===== src/hdl/mcmd_field_pkg.sv =====
// memory command word layout shared by every stage that builds or decodes sequencer words
// also holds the RAS/CAS/WE command codes in positive logic
package mcmd_field_pkg;

    // address and bank widths of the DDR3 device
    localparam int ADDR_W   = 15;   // row or column address
    localparam int BANK_W   = 3;    // 8 banks

    // pause words reuse the address field
    localparam int PAUSE_W  = 10;   // extra cycles to wait, low address bits
    localparam int DONE_BIT = 10;   // end of sequence marker, just above the pause

    // RAS/CAS/WE in positive logic, 1 means the pin is asserted
    typedef enum logic [2:0] {
        RCW_NOP       = 3'd0,       // all high on the pins
        RCW_WRITE     = 3'd3,       // CAS+WE
        RCW_ACTIVATE  = 3'd4,       // RAS only
        RCW_PRECHARGE = 3'd5        // RAS+WE
    } rcw_e;

    // one 32-bit sequencer word, MSB first
    // a pause word keeps rcw at nop and carries pause/done in addr
    typedef struct packed {
        logic [ADDR_W-1:0] addr;    // row, column or pause/done
        logic [BANK_W-1:0] bank;    // bank address
        rcw_e              rcw;     // memory command
        logic              odt;     // enable ODT
        logic              cke;     // clock enable control
        logic              sel;     // first or second half cycle
        logic              dq_en;   // drive DQ lines
        logic              dqs_en;  // drive DQS lines
        logic              dqs_toggle; // toggle DQS with the pattern
        logic              dci;     // DCI on DQ/DQS
        logic              buf_wr;  // write external buffer
        logic              buf_rd;  // read external buffer
        logic              nop;     // insert a nop after this command
        logic              buf_rst; // advance buffer page
    } cmd_word_t;

    // the sequencer word must stay exactly 32 bits wide
    localparam int CMD_WORD_W = $bits(cmd_word_t);

    // pause field has to fit below the done bit
    localparam bit LAYOUT_OK = (PAUSE_W <= DONE_BIT) && (DONE_BIT < ADDR_W)
                               && (CMD_WORD_W == 32);

endpackage

===== src/hdl/wr_seq_pkg.sv =====
// types of the linear write sequence generator
// request fields, the step opcode and the microcode step layout
package wr_seq_pkg;

    import mcmd_field_pkg::*;

    // request field widths
    localparam int XFER_W = 6;      // number of bursts, 0 stands for 64
    localparam int COL_W  = 7;      // column in units of 8-word bursts

    // microcode addressing
    localparam int STEP_W = 4;
    localparam logic [STEP_W-1:0] LOOP_STEP = 4'd4; // repeated write
    localparam logic [STEP_W-1:0] LAST_STEP = 4'd9; // closing pause with done

    // compact command code stored per step
    typedef enum logic [1:0] {
        STEP_NOP       = 2'd0,      // pause word
        STEP_WRITE     = 2'd1,
        STEP_PRECHARGE = 2'd2,
        STEP_ACTIVATE  = 2'd3
    } step_cmd_e;

    // latched request, constant for the whole sequence
    typedef struct packed {
        logic [BANK_W-1:0] bank;
        logic [ADDR_W-1:0] row;
        logic [COL_W-1:0]  col;     // start column without the 3 burst bits
        logic [XFER_W:0]   count;   // 1..64 bursts
    } wr_job_t;

    // one microcode entry
    typedef struct packed {
        step_cmd_e  cmd;
        logic [1:0] pause;          // extra wait cycles of a pause word
        logic       buf_rd;         // step wants buffer data
        logic       dual;           // step spans two cycles, counts 2 reads
        logic       dqs_toggle;
        logic       dq_dqs_en;      // drives both dq_en and dqs_en
        logic       sel;
        logic       odt;
        logic       add_nop;        // nop after the command
        logic       pg_next;        // next buffer page
        logic       last;           // end of sequence
    } step_t;

    // number of reads the buffer holds for one request is 2*count
    localparam int RD_CNT_W = XFER_W + 2;

endpackage


===== src/hdl/linear_wr_encoder.sv =====
// top of the linear write sequence generator for the DDR3 controller
// one start pulse yields N+8 command words on enc_cmd, qualified by enc_wr
`timescale 1ns/1ps

module linear_wr_encoder
    import mcmd_field_pkg::*;
    import wr_seq_pkg::*;
(
    input  logic              rst,        // clock
    input  logic              clk,        // async reset, active high
    input  logic              start,
    input  logic [BANK_W-1:0] bank_in,
    input  logic [ADDR_W-1:0] row_in,
    input  logic [COL_W-1:0]  start_col,
    input  logic [XFER_W-1:0] num128_in,  // bursts, 0 means 64
    output cmd_word_t         enc_cmd,
    output logic              enc_wr,
    output logic              enc_done
);

    logic [STEP_W-1:0] step_addr;
    logic              cnt_vld;
    wr_job_t           cnt_job;
    step_t             rom_step;
    logic              rom_vld;
    wr_job_t           rom_job;

    wr_step_counter u_counter (
        .rst       (rst),
        .clk       (clk),
        .start     (start),
        .bank_in   (bank_in),
        .row_in    (row_in),
        .start_col (start_col),
        .num128_in (num128_in),
        .step_addr (step_addr),
        .step_vld  (cnt_vld),
        .job       (cnt_job)
    );

    wr_step_rom u_rom (
        .rst        (rst),
        .clk        (clk),
        .step_addr  (step_addr),
        .step_vld   (cnt_vld),
        .job        (cnt_job),
        .step       (rom_step),
        .step_vld_q (rom_vld),
        .job_q      (rom_job)
    );

    wr_cmd_encoder u_encoder (
        .rst      (rst),
        .clk      (clk),
        .step     (rom_step),
        .step_vld (rom_vld),
        .job      (rom_job),
        .enc_cmd  (enc_cmd),
        .enc_wr   (enc_wr),
        .enc_done (enc_done)
    );

endmodule


===== src/hdl/wr_cmd_encoder.sv =====
// stage 3 of the write sequence generator
// limits buffer reads to 2N, packs command or pause words and drives enc_wr/enc_done
`timescale 1ns/1ps

module wr_cmd_encoder
    import mcmd_field_pkg::*;
    import wr_seq_pkg::*;
(
    input  logic      rst,      // clock
    input  logic      clk,      // async reset, active high
    input  step_t     step,
    input  logic      step_vld,
    input  wr_job_t   job,
    output cmd_word_t enc_cmd,
    output logic      enc_wr,
    output logic      enc_done
);

    logic [RD_CNT_W-1:0] rd_left;   // buffer reads still allowed
    logic [RD_CNT_W-1:0] rd_dec;
    logic                rd_grant;
    cmd_word_t           word_next;

    assign rd_grant = step.buf_rd && (rd_left != '0);
    assign rd_dec   = step.dual ? RD_CNT_W'(2) : RD_CNT_W'(1); // dual step reads twice

    // read budget, loaded on the activate step
    always_ff @(posedge rst or posedge clk) begin
        if (clk) begin
            rd_left <= '0;
        end else if (step_vld) begin
            if (step.cmd == STEP_ACTIVATE) rd_left <= {job.count, 1'b0};
            else if (rd_grant)             rd_left <= rd_left - rd_dec;
        end
    end

    always_comb begin
        word_next            = '0;
        word_next.bank       = job.bank;
        word_next.odt        = step.odt;
        word_next.cke        = 1'b0;     // CKE stays under controller control
        word_next.sel        = step.sel;
        word_next.dq_en      = step.dq_dqs_en;
        word_next.dqs_en     = step.dq_dqs_en;
        word_next.dqs_toggle = step.dqs_toggle;
        word_next.dci        = 1'b0;
        word_next.buf_wr     = 1'b0;     // write sequence never fills the buffer
        word_next.buf_rd     = rd_grant;
        word_next.buf_rst    = step.pg_next;
        case (step.cmd)
            STEP_ACTIVATE: begin
                word_next.rcw  = RCW_ACTIVATE;
                word_next.addr = job.row;
                word_next.nop  = step.add_nop;
            end
            STEP_PRECHARGE: begin
                word_next.rcw  = RCW_PRECHARGE;
                word_next.addr = job.row; // A10 from the row
                word_next.nop  = step.add_nop;
            end
            STEP_WRITE: begin
                word_next.rcw  = RCW_WRITE;
                word_next.addr = ADDR_W'({job.col, 3'b000}); // burst aligned column
                word_next.nop  = step.add_nop;
            end
            default: begin               // pause word
                word_next.rcw                   = RCW_NOP;
                word_next.addr[PAUSE_W-1:0]     = PAUSE_W'(step.pause);
                word_next.addr[DONE_BIT]        = step.last;
                word_next.nop                   = 1'b0;
            end
        endcase
    end

    always_ff @(posedge rst or posedge clk) begin
        if (clk) begin
            enc_cmd  <= '0;
            enc_wr   <= 1'b0;
            enc_done <= 1'b0;
        end else begin
            if (step_vld) enc_cmd <= word_next; // hold last word between sequences
            enc_wr   <= step_vld;
            enc_done <= enc_wr && !step_vld;  // falling edge of enc_wr
        end
    end

    // a granted read never takes more than the budget still left
    a_rd_budget: assert property (@(posedge rst) disable iff (clk)
        (step_vld && rd_grant) |-> (rd_left >= rd_dec));

endmodule


===== src/hdl/wr_step_rom.sv =====
// stage 2 of the write sequence generator
// registered microcode table, turns a step address into the controls of one word
`timescale 1ns/1ps

module wr_step_rom
    import wr_seq_pkg::*;
(
    input  logic              rst,        // clock
    input  logic              clk,        // async reset, active high
    input  logic [STEP_W-1:0] step_addr,
    input  logic              step_vld,
    input  wr_job_t           job,
    output step_t             step,
    output logic              step_vld_q,
    output wr_job_t           job_q
);

    step_t rom_word;

    always_comb begin
        rom_word = '0;                    // unlisted flags stay low
        case (step_addr)
            4'd0: rom_word.cmd = STEP_ACTIVATE;
            4'd1: begin                   // tRCD wait while buffer starts
                rom_word.cmd    = STEP_NOP;
                rom_word.pause  = 2'd1;
                rom_word.buf_rd = 1'b1;
                rom_word.dual   = 1'b1;
            end
            4'd2: begin                   // first write
                rom_word.cmd    = STEP_WRITE;
                rom_word.buf_rd = 1'b1;
                rom_word.sel    = 1'b1;
                rom_word.odt    = 1'b1;
            end
            4'd3: begin                   // preamble, DQ/DQS driven
                rom_word.cmd       = STEP_NOP;
                rom_word.buf_rd    = 1'b1;
                rom_word.dq_dqs_en = 1'b1;
                rom_word.odt       = 1'b1;
            end
            4'd4: begin                   // looped write, nop in the gap
                rom_word.cmd        = STEP_WRITE;
                rom_word.add_nop    = 1'b1;
                rom_word.buf_rd     = 1'b1;
                rom_word.dqs_toggle = 1'b1;
                rom_word.dq_dqs_en  = 1'b1;
                rom_word.sel        = 1'b1;
                rom_word.odt        = 1'b1;
                rom_word.dual       = 1'b1;
            end
            4'd5: begin                   // last data beats
                rom_word.cmd        = STEP_NOP;
                rom_word.pause      = 2'd2;
                rom_word.dqs_toggle = 1'b1;
                rom_word.dq_dqs_en  = 1'b1;
                rom_word.odt        = 1'b1;
            end
            4'd6: begin                   // write recovery
                rom_word.cmd   = STEP_NOP;
                rom_word.pause = 2'd2;
            end
            4'd7: begin
                rom_word.cmd     = STEP_PRECHARGE;
                rom_word.pg_next = 1'b1;
            end
            4'd8: begin                   // tRP
                rom_word.cmd   = STEP_NOP;
                rom_word.pause = 2'd2;
            end
            4'd9: rom_word.last = 1'b1;   // done marker, pause 0
            default: rom_word = '0;
        endcase
    end

    always_ff @(posedge rst or posedge clk) begin
        if (clk) begin
            step       <= '0;
            step_vld_q <= 1'b0;
        end else begin
            step       <= rom_word;
            step_vld_q <= step_vld;
        end
    end

    always_ff @(posedge rst) job_q <= job; // travels alongside its step

endmodule


===== src/hdl/wr_step_counter.sv =====
// stage 1 of the write sequence generator
// latches a request on start and walks the microcode address, looping on the write step
`timescale 1ns/1ps

module wr_step_counter
    import mcmd_field_pkg::*;
    import wr_seq_pkg::*;
(
    input  logic              rst,       // clock
    input  logic              clk,       // async reset, active high
    input  logic              start,     // one cycle request strobe
    input  logic [BANK_W-1:0] bank_in,
    input  logic [ADDR_W-1:0] row_in,
    input  logic [COL_W-1:0]  start_col,
    input  logic [XFER_W-1:0] num128_in, // bursts, 0 means 64
    output logic [STEP_W-1:0] step_addr,
    output logic              step_vld,
    output wr_job_t           job
);

    typedef enum logic [1:0] {
        CNT_IDLE,                        // waiting for start
        CNT_ARM,                         // request latched, step 0 next
        CNT_RUN                          // issuing steps
    } cnt_state_e;

    cnt_state_e    state;
    logic [XFER_W:0] loop_left;          // extra cycles still to spend on LOOP_STEP
    logic          accept;

    assign accept = start && (state == CNT_IDLE); // start while busy is dropped

    // request fields, only loaded when idle
    always_ff @(posedge rst) begin
        if (accept) begin
            job.bank  <= bank_in;
            job.row   <= row_in;
            job.col   <= start_col;
            job.count <= (num128_in == '0) ? {1'b1, {XFER_W{1'b0}}} : {1'b0, num128_in};
        end
    end

    always_ff @(posedge rst or posedge clk) begin
        if (clk) begin
            state     <= CNT_IDLE;
            step_addr <= '0;
            step_vld  <= 1'b0;
            loop_left <= '0;
        end else begin
            case (state)
                CNT_IDLE: begin
                    if (accept) state <= CNT_ARM;
                end
                CNT_ARM: begin
                    state     <= CNT_RUN;
                    step_addr <= '0;     // activate first
                    step_vld  <= 1'b1;
                end
                CNT_RUN: begin
                    if (step_addr == LAST_STEP) begin
                        state     <= CNT_IDLE;
                        step_vld  <= 1'b0;
                        step_addr <= '0;
                    end else if (step_addr == LOOP_STEP - 1'b1) begin
                        if (job.count == 1) begin
                            step_addr <= LOOP_STEP + 1'b1; // single burst, no loop
                        end else begin
                            step_addr <= LOOP_STEP;
                            loop_left <= job.count - 2'd2; // first loop cycle is this one
                        end
                    end else if ((step_addr == LOOP_STEP) && (loop_left != '0)) begin
                        loop_left <= loop_left - 1'b1; // hold on the write
                    end else begin
                        step_addr <= step_addr + 1'b1;
                    end
                end
                default: state <= CNT_IDLE;
            endcase
        end
    end

    // table has no entries past the done step
    a_addr_range: assert property (@(posedge rst) disable iff (clk)
        step_vld |-> (step_addr <= LAST_STEP));

endmodule


===== config.mk =====
export PLATFORM = sky130hd
export DESIGN_NAME = linear_wr_encoder
export DESIGN_NICKNAME = d
export VERILOG_FILES = /design/src/hdl/mcmd_field_pkg.sv /design/src/hdl/wr_seq_pkg.sv /design/src/hdl/linear_wr_encoder.sv /design/src/hdl/wr_cmd_encoder.sv /design/src/hdl/wr_step_rom.sv /design/src/hdl/wr_step_counter.sv
export SDC_FILE = /design/constraint.sdc
export NUM_CORES = 1
export LEC_CHECK = 0
export BUFFER_PORTS_ARGS = -buffer_cell sky130_fd_sc_hd__buf_2
export CORE_UTILIZATION = 50
export CTS_CLUSTER_DIAMETER = 50
export CTS_CLUSTER_SIZE = 30
export DETAILED_ROUTE_END_ITERATION = 12
export HOLD_SLACK_MARGIN = 0.03
export PLACE_DENSITY = 0.71
export SLEW_MARGIN = 20
export SYNTH_ARGS = -nofsm -noshare
export SYNTH_HDL_FRONTEND = slang
export SYNTH_SLANG_ARGS = --single-unit

===== constraint.sdc =====
create_clock -name rst -period 5.4 [get_ports rst]
set_input_delay 0 -clock rst [delete_from_list [all_inputs] [get_ports rst]]
set_output_delay 0 -clock rst [all_outputs]
set_load 0.02 [all_outputs]

# Yosys cells after proc, flatten, opt, wreduce, memory -nomap -nowiden
# Index checks and enable logic that the tools add are counted.
# totals
output_inout_bits,34
in_bits,34
elab_cells,121
mem_bits_ro,0
reg_bits,130
mem_count,0
latch_bits,0
ram_bits,0
# op_classes
order_cmp,0
n_mux,32
reduce_logical,27
shift,0
n_addsub,4
div,0
n_bitwise,1
eq_ne,19
n_mul,0
# op_table
operator,n
two-way mux 7 bit,4
one-hot mux 11 bit (2 select lines),1
"equality test 4 x 3 -> 1 bit, second input constant",4
two-way mux 4 bit,4
two-way mux 8 bit,2
two-way mux 1 bit,12
one-hot mux 2 bit (3 select lines),2
one-hot mux 3 bit (3 select lines),1
OR reduction 3 bit,3
"equality test 4 x 2 -> 1 bit, second input constant",2
"equality test 4 bit, second input constant",2
one-hot mux 4 bit (2 select lines),1
AND reduction 2 bit,4
nonzero test 8 bit,1
OR reduction 2 bit,4
OR reduction 4 bit,2
subtractor 8 bit,1
"equality test 7 x 1 -> 1 bit, second input constant",1
nonzero test 7 bit,1
"subtractor 7 x 1 -> 7 bit, second input constant",1
"subtractor 7 x 2 -> 7 bit, second input constant",1
"equality test 2 bit, second input constant",3
logical NOT 6 bit,1
two-way mux 2 bit,3
other kinds (15),22

# Depth between registers and ports, before layout
# Gate-level depths: netlist of run 1.
# depth
word_depth,6
mapped_depth,7
mapped_depth_nobuf,7

# Cells and area by module
# A second synthesis of run 1 with hierarchy kept.
# hier_totals
cells_unflattened,424
hier_area_um2,5236.3
# by_module_without_submodules
module,instances,area_per_inst_um2,cells_each,seq_area_each_um2
wr_step_counter,1,2083.2,160,1311.3
wr_cmd_encoder,1,1958.1,188,950.9
wr_step_rom,1,1194.9,76,991.0

# Least setup slack after synthesis of run 1
# OpenSTA, ideal clock, no wires.
# synth_timing
path_type,flip-flop to flip-flop
startpoint,register u_counter.step_addr[0]
endpoint,register u_counter.loop_left[5]
stages_incl_launch_ff,7
n_path_buf,1
slack_ns,3.453
required_ns,5.333
period_less_slack_ns,1.947
t_arrival_ns,1.881
setup_ns,0.067
path_cell_list,dfrtp_1 -> ha_1 -> or3b_1 -> buf_2 -> or4_4 -> a31oi_1 -> o32a_1
# synth_via
elab_chain_cells,4
word_cells_on_any_way,9
cone_classes,eq/ne (4); mux (1); bitwise (1); reduce/logical (3)
# synth_rtl
element,line_no,text
from (decl),wr_step_counter.sv:16,"output logic [STEP_W-1:0] step_addr,"
from (signal assigned),wr_step_counter.sv:66,step_addr <= LOOP_STEP + 1'b1;
from (signal assigned),wr_step_counter.sv:74,step_addr <= step_addr + 1'b1;
equality test 4 x 3 -> 1 bit,wr_step_counter.sv:71,end else if ((step_addr == LOOP_STEP) && (loop_left != '0)) begin
logical AND 1 bit,wr_step_counter.sv:71,
nonzero test 2 bit (no source line),-,
AND reduction 4 bit (no source line),-,
to (signal assigned),wr_step_counter.sv:69,loop_left <= job.count - 2'd2;
to (signal assigned),wr_step_counter.sv:72,loop_left <= loop_left - 1'b1;
to (decl),wr_step_counter.sv:28,logic [XFER_W:0] loop_left;
# Parallel ways exist; a longest one is shown, timed or not.
# A chain may end at the register's enable or synchronous reset.

# Worst setup path in the final report of run 1
# Same ends and word-level chain as after synthesis.

==> impl_metrics.json, run 1 <==
{
  "outcome": "completed",
  "yosysUniqueCellTypes": 66,
  "cts-resized-gates": 0,
  "antenna_found_initial": 0,
  "setup_tns_ns": 0,
  "multi_input_area_um2": 1620,
  "relSlewSlack_pct": 43.4,
  "hp-class": "in2reg",
  "leakage_nw": 2.89,
  "finalNonFillerCells": 641,
  "place_hpwl_mm": 6.55,
  "coreArea_um2": 9820,
  "async_flop_share_pct": 50.8,
  "grt_pass1_vias": 3498,
  "grt_max_degree": 67,
  "grt_usage_pct": 21.9,
  "grt_overflow": 0,
  "synth_top_area_share_pct": 32.5,
  "worstHoldStart": "bank_in[1]",
  "hold_end": "u_counter.job[30]$_DFFE_PP_",
  "grt_first_pass_wirelength_mm": 17.0,
  "dp.cells": 576,
  "fmax_mhz": 442,
  "drc": 0,
  "root_buffer": "clkbuf_8",
  "pin_count": 68,
  "hold_viol": 0,
  "cts_buffers": 17,
  "design.die.area_um2": 10600,
  "cts_tree": "built",
  "htree_levels": 4,
  "place_ws_ns": 3.17,
  "drv_cap": 0,
  "whs_path_depth": 2,
  "antenna_cells": 0,
  "setup_viol": 0,
  "clkTransAtPathRegs_ns": 0.06,
  "ys_ff_latch": 130,
  "ir_worst_vdd_v": 0.000331,
  "cp.arrival_ns": 2.72,
  "fill_cells": 738,
  "cp-start-kind": "register",
  "layout_setup_ws_ns": 3.14,
  "io_buffers": 64,
  "fin_worst_skew_ns": 0.00608,
  "first_pass_iters": 5,
  "gp_congestion": 0.869,
  "clockBufferDepth": 2,
  "insertion_delay_ns": 0.52,
  "vias": 3496,
  "detail-route-antenna-nets": 0,
  "rows": 36,
  "path_class": "reg2reg",
  "rsz0062_at_grt": "no",
  "cp_max_fo": 7,
  "yosys.area.top_type": "dfrtp_1",
  "tightest_slew_ns": 0.849,
  "die_w_um": 103,
  "num-nets-final": 548,
  "via_per_inst": 5.45,
  "p_per_area_nw_per_um2": 575,
  "period_needed_ns": 2.26,
  "synth_area_leaders": "dfrtp_1 (32%), edfxtp_1 (19%), dfxtp_1 (13%), ha_1 (4.4%), mux2_2 (2.9%)",
  "synth_ff_type": "dfrtp_1",
  "wirelength_mm": 10.7,
  "start_util_pct": 51.8,
  "netlist_area_um2": 5090,
  "die_y_um": 103,
  "regArea_um2": 3250,
  "wl_per_cell_um": 16.6,
  "rr_worst_depth": 6,
  "synth_cells": 399,
  "slew_violations": 0,
  "drt_iter0_drc": 117,
  "yosysMostFrequentCell": "dfrtp_1",
  "finalCritPeriodShare_pct": 41.9,
  "crit_required_ns": 5.86,
  "drive_gt1_share_pct": 24.0,
  "syn2layout_area_growth_pct": 26.4,
  "r2r_slack_ns": 3.14,
  "worst_setup_path_end_kind": "register",
  "cts.sinks": 130,
  "synth_enable_flop_cells": 32,
  "ys_warn_count": 0,
  "reg2reg_to": "u_counter.loop_left[5]$_DFFE_PP0P_",
  "synth_commonest_cells": "dfrtp_1 (66), dfxtp_1 (32), edfxtp_1 (32)",
  "ys_seq_area_share_pct": 64.0,
  "r2r_start": "u_counter.step_addr[0]$_DFFE_PP0P_",
  "syn_avg_cell_area_um2": 12.7
}
-- critical path, stage by stage, from the launching register on --
cell and delay [ns]:
dfrtp_1 0.43, inv_1 0.12, ha_1 0.26, nand3b_1 0.20, a41o_1 0.34, a211oi_2 0.57
o32a_1 0.26
-- cell usage in the layout, fill, tap and decap left out, types with 10 or more instances in the layout --
cell type | Yosys | layout
inv_1 | 26 | 25
and2_1 | 10 | 10
clkbuf_16 | 0 | 16
nand2_1 | 17 | 17
ha_1 | 18 | 18
dfxtp_1 | 32 | 32
a21oi_1 | 16 | 16
dlygate4sd3_1 | 0 | 33
nor2_1 | 23 | 23
edfxtp_1 | 32 | 32
buf_2 | 2 | 64
mux2_2 | 13 | 13
dfrtp_1 | 66 | 66
o21ai_0 | 13 | 13
-- through the flow --
stage | hold slack [ns] | utilization (%) | total power [mW] | area (um2)
floorplan | 0.0989 | - | 2.19 | 5090
global placement | 0.176 | 55.9 | 2.45 | 5490
detailed placement | 0.178 | 55.9 | 2.50 | 5490
CTS | 0.165 | 65.5 | 3.71 | 6430
global route | 0.175 | 65.5 | 3.92 | 6430
finish | 0.185 | 65.5 | 3.69 | 6430
-- final cells by class --
class | count | share of cell area [%]
Clock buffer | 23 | 7.10
Timing Repair Buffer | 101 | 10.6
Clock inverter | 9 | 2.41
Tap cell | 133 | 2.59
Inverter | 26 | 1.52
Multi-Input combinational cell | 219 | 25.2
Sequential cell | 130 | 50.6
-- registers in the layout, indices dropped and copies added, names as in the netlist --
| register | cells |
|---|---|
| u_rom.job_q | 32 |
| u_encoder.enc_wr | 1 |
| u_encoder.rd_left | 8 |
| u_encoder.enc_cmd | 28 |
| u_counter.step_addr | 4 |
| u_counter.job | 32 |
| u_rom.step | 13 |
| u_rom.step_vld_q | 1 |
| u_counter.state | 2 |
| u_counter.step_vld | 1 |
| u_encoder.enc_done | 1 |
| u_counter.loop_left | 7 |
-- timing repair --
item | in CTS | in global routing
endpoints found under the hold margin | 100 | 0
buffers inserted | 0 | 0
hold buffers | 33 | 0
setup endpoints to repair | 0 | 0
-- power breakdown --
group / total, mW / leakage [nW] / internal, mW / switching [mW]
Sequential: 1.46 / 1.41 / 1.29 / 0.174
Combinational: 1.06 / 1.19 / 0.426 / 0.631
Clock: 1.18 / 0.296 / 0.774 / 0.404
Total: 3.69 / 2.89 / 2.49 / 1.21
-- worst max path at each step --
stage / startpoint / endpoint / slack, ns / depth (start not counted)
5_1_grt: u_rom.step[11]$_DFF_PP0_ / u_encoder.enc_cmd[26]$_DFFE_PP0P_ / 2.99 / 5
3_3_place_gp: u_counter.step_addr[0]$_DFFE_PP0P_ / u_counter.loop_left[5]$_DFFE_PP0P_ / 3.23 / 5
3_5_place_dp: u_counter.step_addr[0]$_DFFE_PP0P_ / u_counter.loop_left[5]$_DFFE_PP0P_ / 3.17 / 5
4_1_cts: u_counter.step_addr[0]$_DFFE_PP0P_ / u_counter.loop_left[5]$_DFFE_PP0P_ / 3.14 / 5
2_1_floorplan: u_counter.step_addr[0]$_DFFE_PP0P_ / u_counter.loop_left[5]$_DFFE_PP0P_ / 3.45 / 6
6_report: u_counter.step_addr[0]$_DFFE_PP0P_ / u_counter.loop_left[5]$_DFFE_PP0P_ / 3.14 / 6
-- kinds of logic (layout without fill, tap and decap cells) --
logic type / after synthesis / after routing / synth area share (%)
flip-flops: 130 / 130 / 64.0
AND/OR/NAND/NOR: 94 / 94 / 10.2
AO/OA/AOI/OAI: 86 / 86 / 13.0
buffers and inverters: 52 / 159 / 4.33
adder cells (fa/ha/maj): 19 / 19 / 4.82
multiplexers: 15 / 15 / 3.27
XOR/XNOR: 2 / 2 / 0.344
other: 1 / 3 / 0.0737
-- layer usage --
metal / wire length, um / up-vias / part of all wire (%) / track usage, %
li1: - / 1633 / - / -
met3: 421 / 18 / 4.0 / 6.37
met5: 0 / - / 0 / 0
met2: 5610 / 99 / 53 / 37.2
met1: 4480 / 1746 / 42 / 26.1
met4: 146 / 0 / 1.4 / 9.10
Note: power is estimated with default switching activity, not from simulation.
==> run 2: changes to the inputs <==
clock period = 2.3 ns   (was 5.4 ns; I/O delays follow)
==> run 2 against run 1 <==
Effect of this change: flip-flop and latch count unchanged; clock power up 130%; first-iteration DRC count up 62%; critical path depth unchanged; via count down 0.63%; routed wire length up 0.53%; die area unchanged; combinational power up 140%; critical path type unchanged.
==> impl_metrics.json, run 2 (synthesized netlist as in run 1, its figures left out) <==
{
  "rows": 36,
  "fmax_mhz": 472,
  "start_util_pct": 51.8,
  "place_hpwl_mm": 6.56,
  "dp.cells": 584,
  "final_cell_mix": "dfrtp_1 (66), buf_2 (64), dlygate4sd3_1 (33)",
  "via_per_inst": 5.35,
  "fill_cells": 732,
  "hold_viol": 0,
  "reg_top3": "u_counter.job: 32 flops, u_rom.job_q: 32 flops, u_encoder.enc_cmd: 28 flops",
  "insertion_delay_ns": 0.52,
  "setup_tns_ns": 0,
  "die_y_um": 103,
  "design.die.area_um2": 10600,
  "busiest_layer": "met2",
  "finalCritPeriodShare_pct": 92.2,
  "period_needed_ns": 2.12,
  "place_ws_ns": 0.140,
  "grt_max_degree": 67,
  "antenna_found_initial": 0,
  "cts_tree": "built",
  "cp_max_fo": 6,
  "syn2layout_area_growth_pct": 27.9,
  "critPathCapture": "u_counter.loop_left[6]$_DFFE_PP0P_",
  "crit_chain": "inv_1 -> ha_1 -> nand3b_1 -> a41o_1 -> a2111oi_0 -> a2bb2oi_1",
  "grt_overflow": 0,
  "met2_usage_pct": 37.6,
  "setup_viol": 0,
  "finalInstanceArea_um2": 6510,
  "rr_worst_depth": 6,
  "drt_iter0_drc": 190,
  "io_buffers": 64,
  "path_class": "reg2reg",
  "r2r_slack_ns": 0.18,
  "htree_levels": 4,
  "vias": 3474,
  "fin_worst_skew_ns": 0.0125,
  "leakage_nw": 2.94,
  "root_buffer": "clkbuf_8",
  "coreArea_um2": 9820,
  "reg2reg_to": "u_counter.loop_left[6]$_DFFE_PP0P_",
  "r2r_start": "u_counter.step_addr[0]$_DFFE_PP0P_",
  "slew_violations": 0,
  "grt_usage_pct": 21.9,
  "first_pass_iters": 4,
  "gr-usage-met3_pct": 6.31,
  "drc": 0,
  "p_per_area_nw_per_um2": 1330,
  "worst_setup_path_end_kind": "register",
  "post-cts-setup-buffers": 0,
  "clkTransAtPathRegs_ns": 0.06,
  "crit_cells": 6,
  "grt_first_pass_wirelength_mm": 17.1,
  "cp-start-kind": "register",
  "slowest_delay_ns": 0.52,
  "finalNonFillerCells": 649,
  "crit_path_start": "u_counter.step_addr[0]$_DFFE_PP0P_",
  "relSlewSlack_pct": 49.9,
  "num-nets-final": 556,
  "hp-class": "in2async",
  "cp.arrival_ns": 2.56,
  "crit_required_ns": 2.74,
  "cts_buffers": 17,
  "layout_setup_ws_ns": 0.179,
  "final_common_cell": "dfrtp_1",
  "clockBufferDepth": 2,
  "antenna_cells": 0,
  "cts.sinks": 130,
  "wl_per_cell_um": 16.5,
  "drv_cap": 0,
  "fin_util_pct": 66.3,
  "die_w_um": 103,
  "dpl_cell_area_um2": 5560,
  "path_delay_family": "compound AO/OA/AOI/OAI gates",
  "worst-path-buf-inv": 1,
  "ir_worst_vdd_v": 0.000805,
  "tightest_slew_ns": 0.746,
  "wirelength_mm": 10.7,
  "crit_slowest_cell": "a2111oi_0",
  "grt_pass1_vias": 3456,
  "pin_count": 68,
  "detail-route-antenna-nets": 0,
  "drive_gt1_share_pct": 26.0,
  "grtUsageMet1_pct": 26.6,
  "gp_congestion": 0.883,
  "rsz0062_at_grt": "no",
  "outcome": "completed"
}
==> run 2: where the power goes <==
part	internal, mW	switching (mW)
clock network	1.70	1.02
registers	3.02	0.379
logic	1.05	1.51
==> run 2: area by class of cell <==
class	instances	area, um2	share of cell area (%)
flip-flops and latches	130	3250	50.0
inverters	26	97.6	1.50
repair buffers	109	753	11.6
multi-input cells	219	1630	25.1
well taps	133	166	2.56
clock buffers	19	432	6.63
clock inverters	13	174	2.67
==> run 2: worst min-delay path by stage <==
stage	to	slack [ns]	cells after the start
2_1_floorplan	u_counter.job[10]$_DFFE_PP_	0.1	0
3_3_place_gp	u_counter.state[1]$_DFFE_PP0P_	0.10	3
3_5_place_dp	u_encoder.enc_cmd[15]$_DFFE_PP0P_	0.10	3
4_1_cts	u_encoder.enc_cmd[15]$_DFFE_PP0P_	0.10	4
5_1_grt	u_encoder.enc_cmd[15]$_DFFE_PP0P_	0.13	4
6_report	u_encoder.enc_cmd[16]$_DFFE_PP0P_	0.09	4
==> run 2: stage by stage <==
| step | hold slack (ns) | power, mW |
|---|---|---|
| floorplan | 0.0989 | 5.15 |
| global placement | 0.101 | 5.81 |
| detailed placement | 0.103 | 5.91 |
| CTS | 0.100 | 8.70 |
| global route | 0.132 | 9.18 |
| finish | 0.0935 | 8.67 |
==> run 2: tightest hold or removal path, delay by kind of cell <==
kind                   cells  cell delay, ns
buffers and inverters      4            1.02
==> run 2: timing repair <==
| action | 4_1_cts | 5_1_grt |
|---|---|---|
| endpoints found under the hold margin | 107 | 0 |
| hold buffers | 33 | 0 |
| resized for setup | 0 | 2 |
| endpoints found under the setup margin | 0 | 2 |
==> run 2: per-layer routing <==
metal / vias up / part of all wire (%)
li1: 1653 / -
met1: 1709 / 43
met2: 104 / 51
met3: 8 / 5.1
met4: 0 / 0.91
met5: - / 0
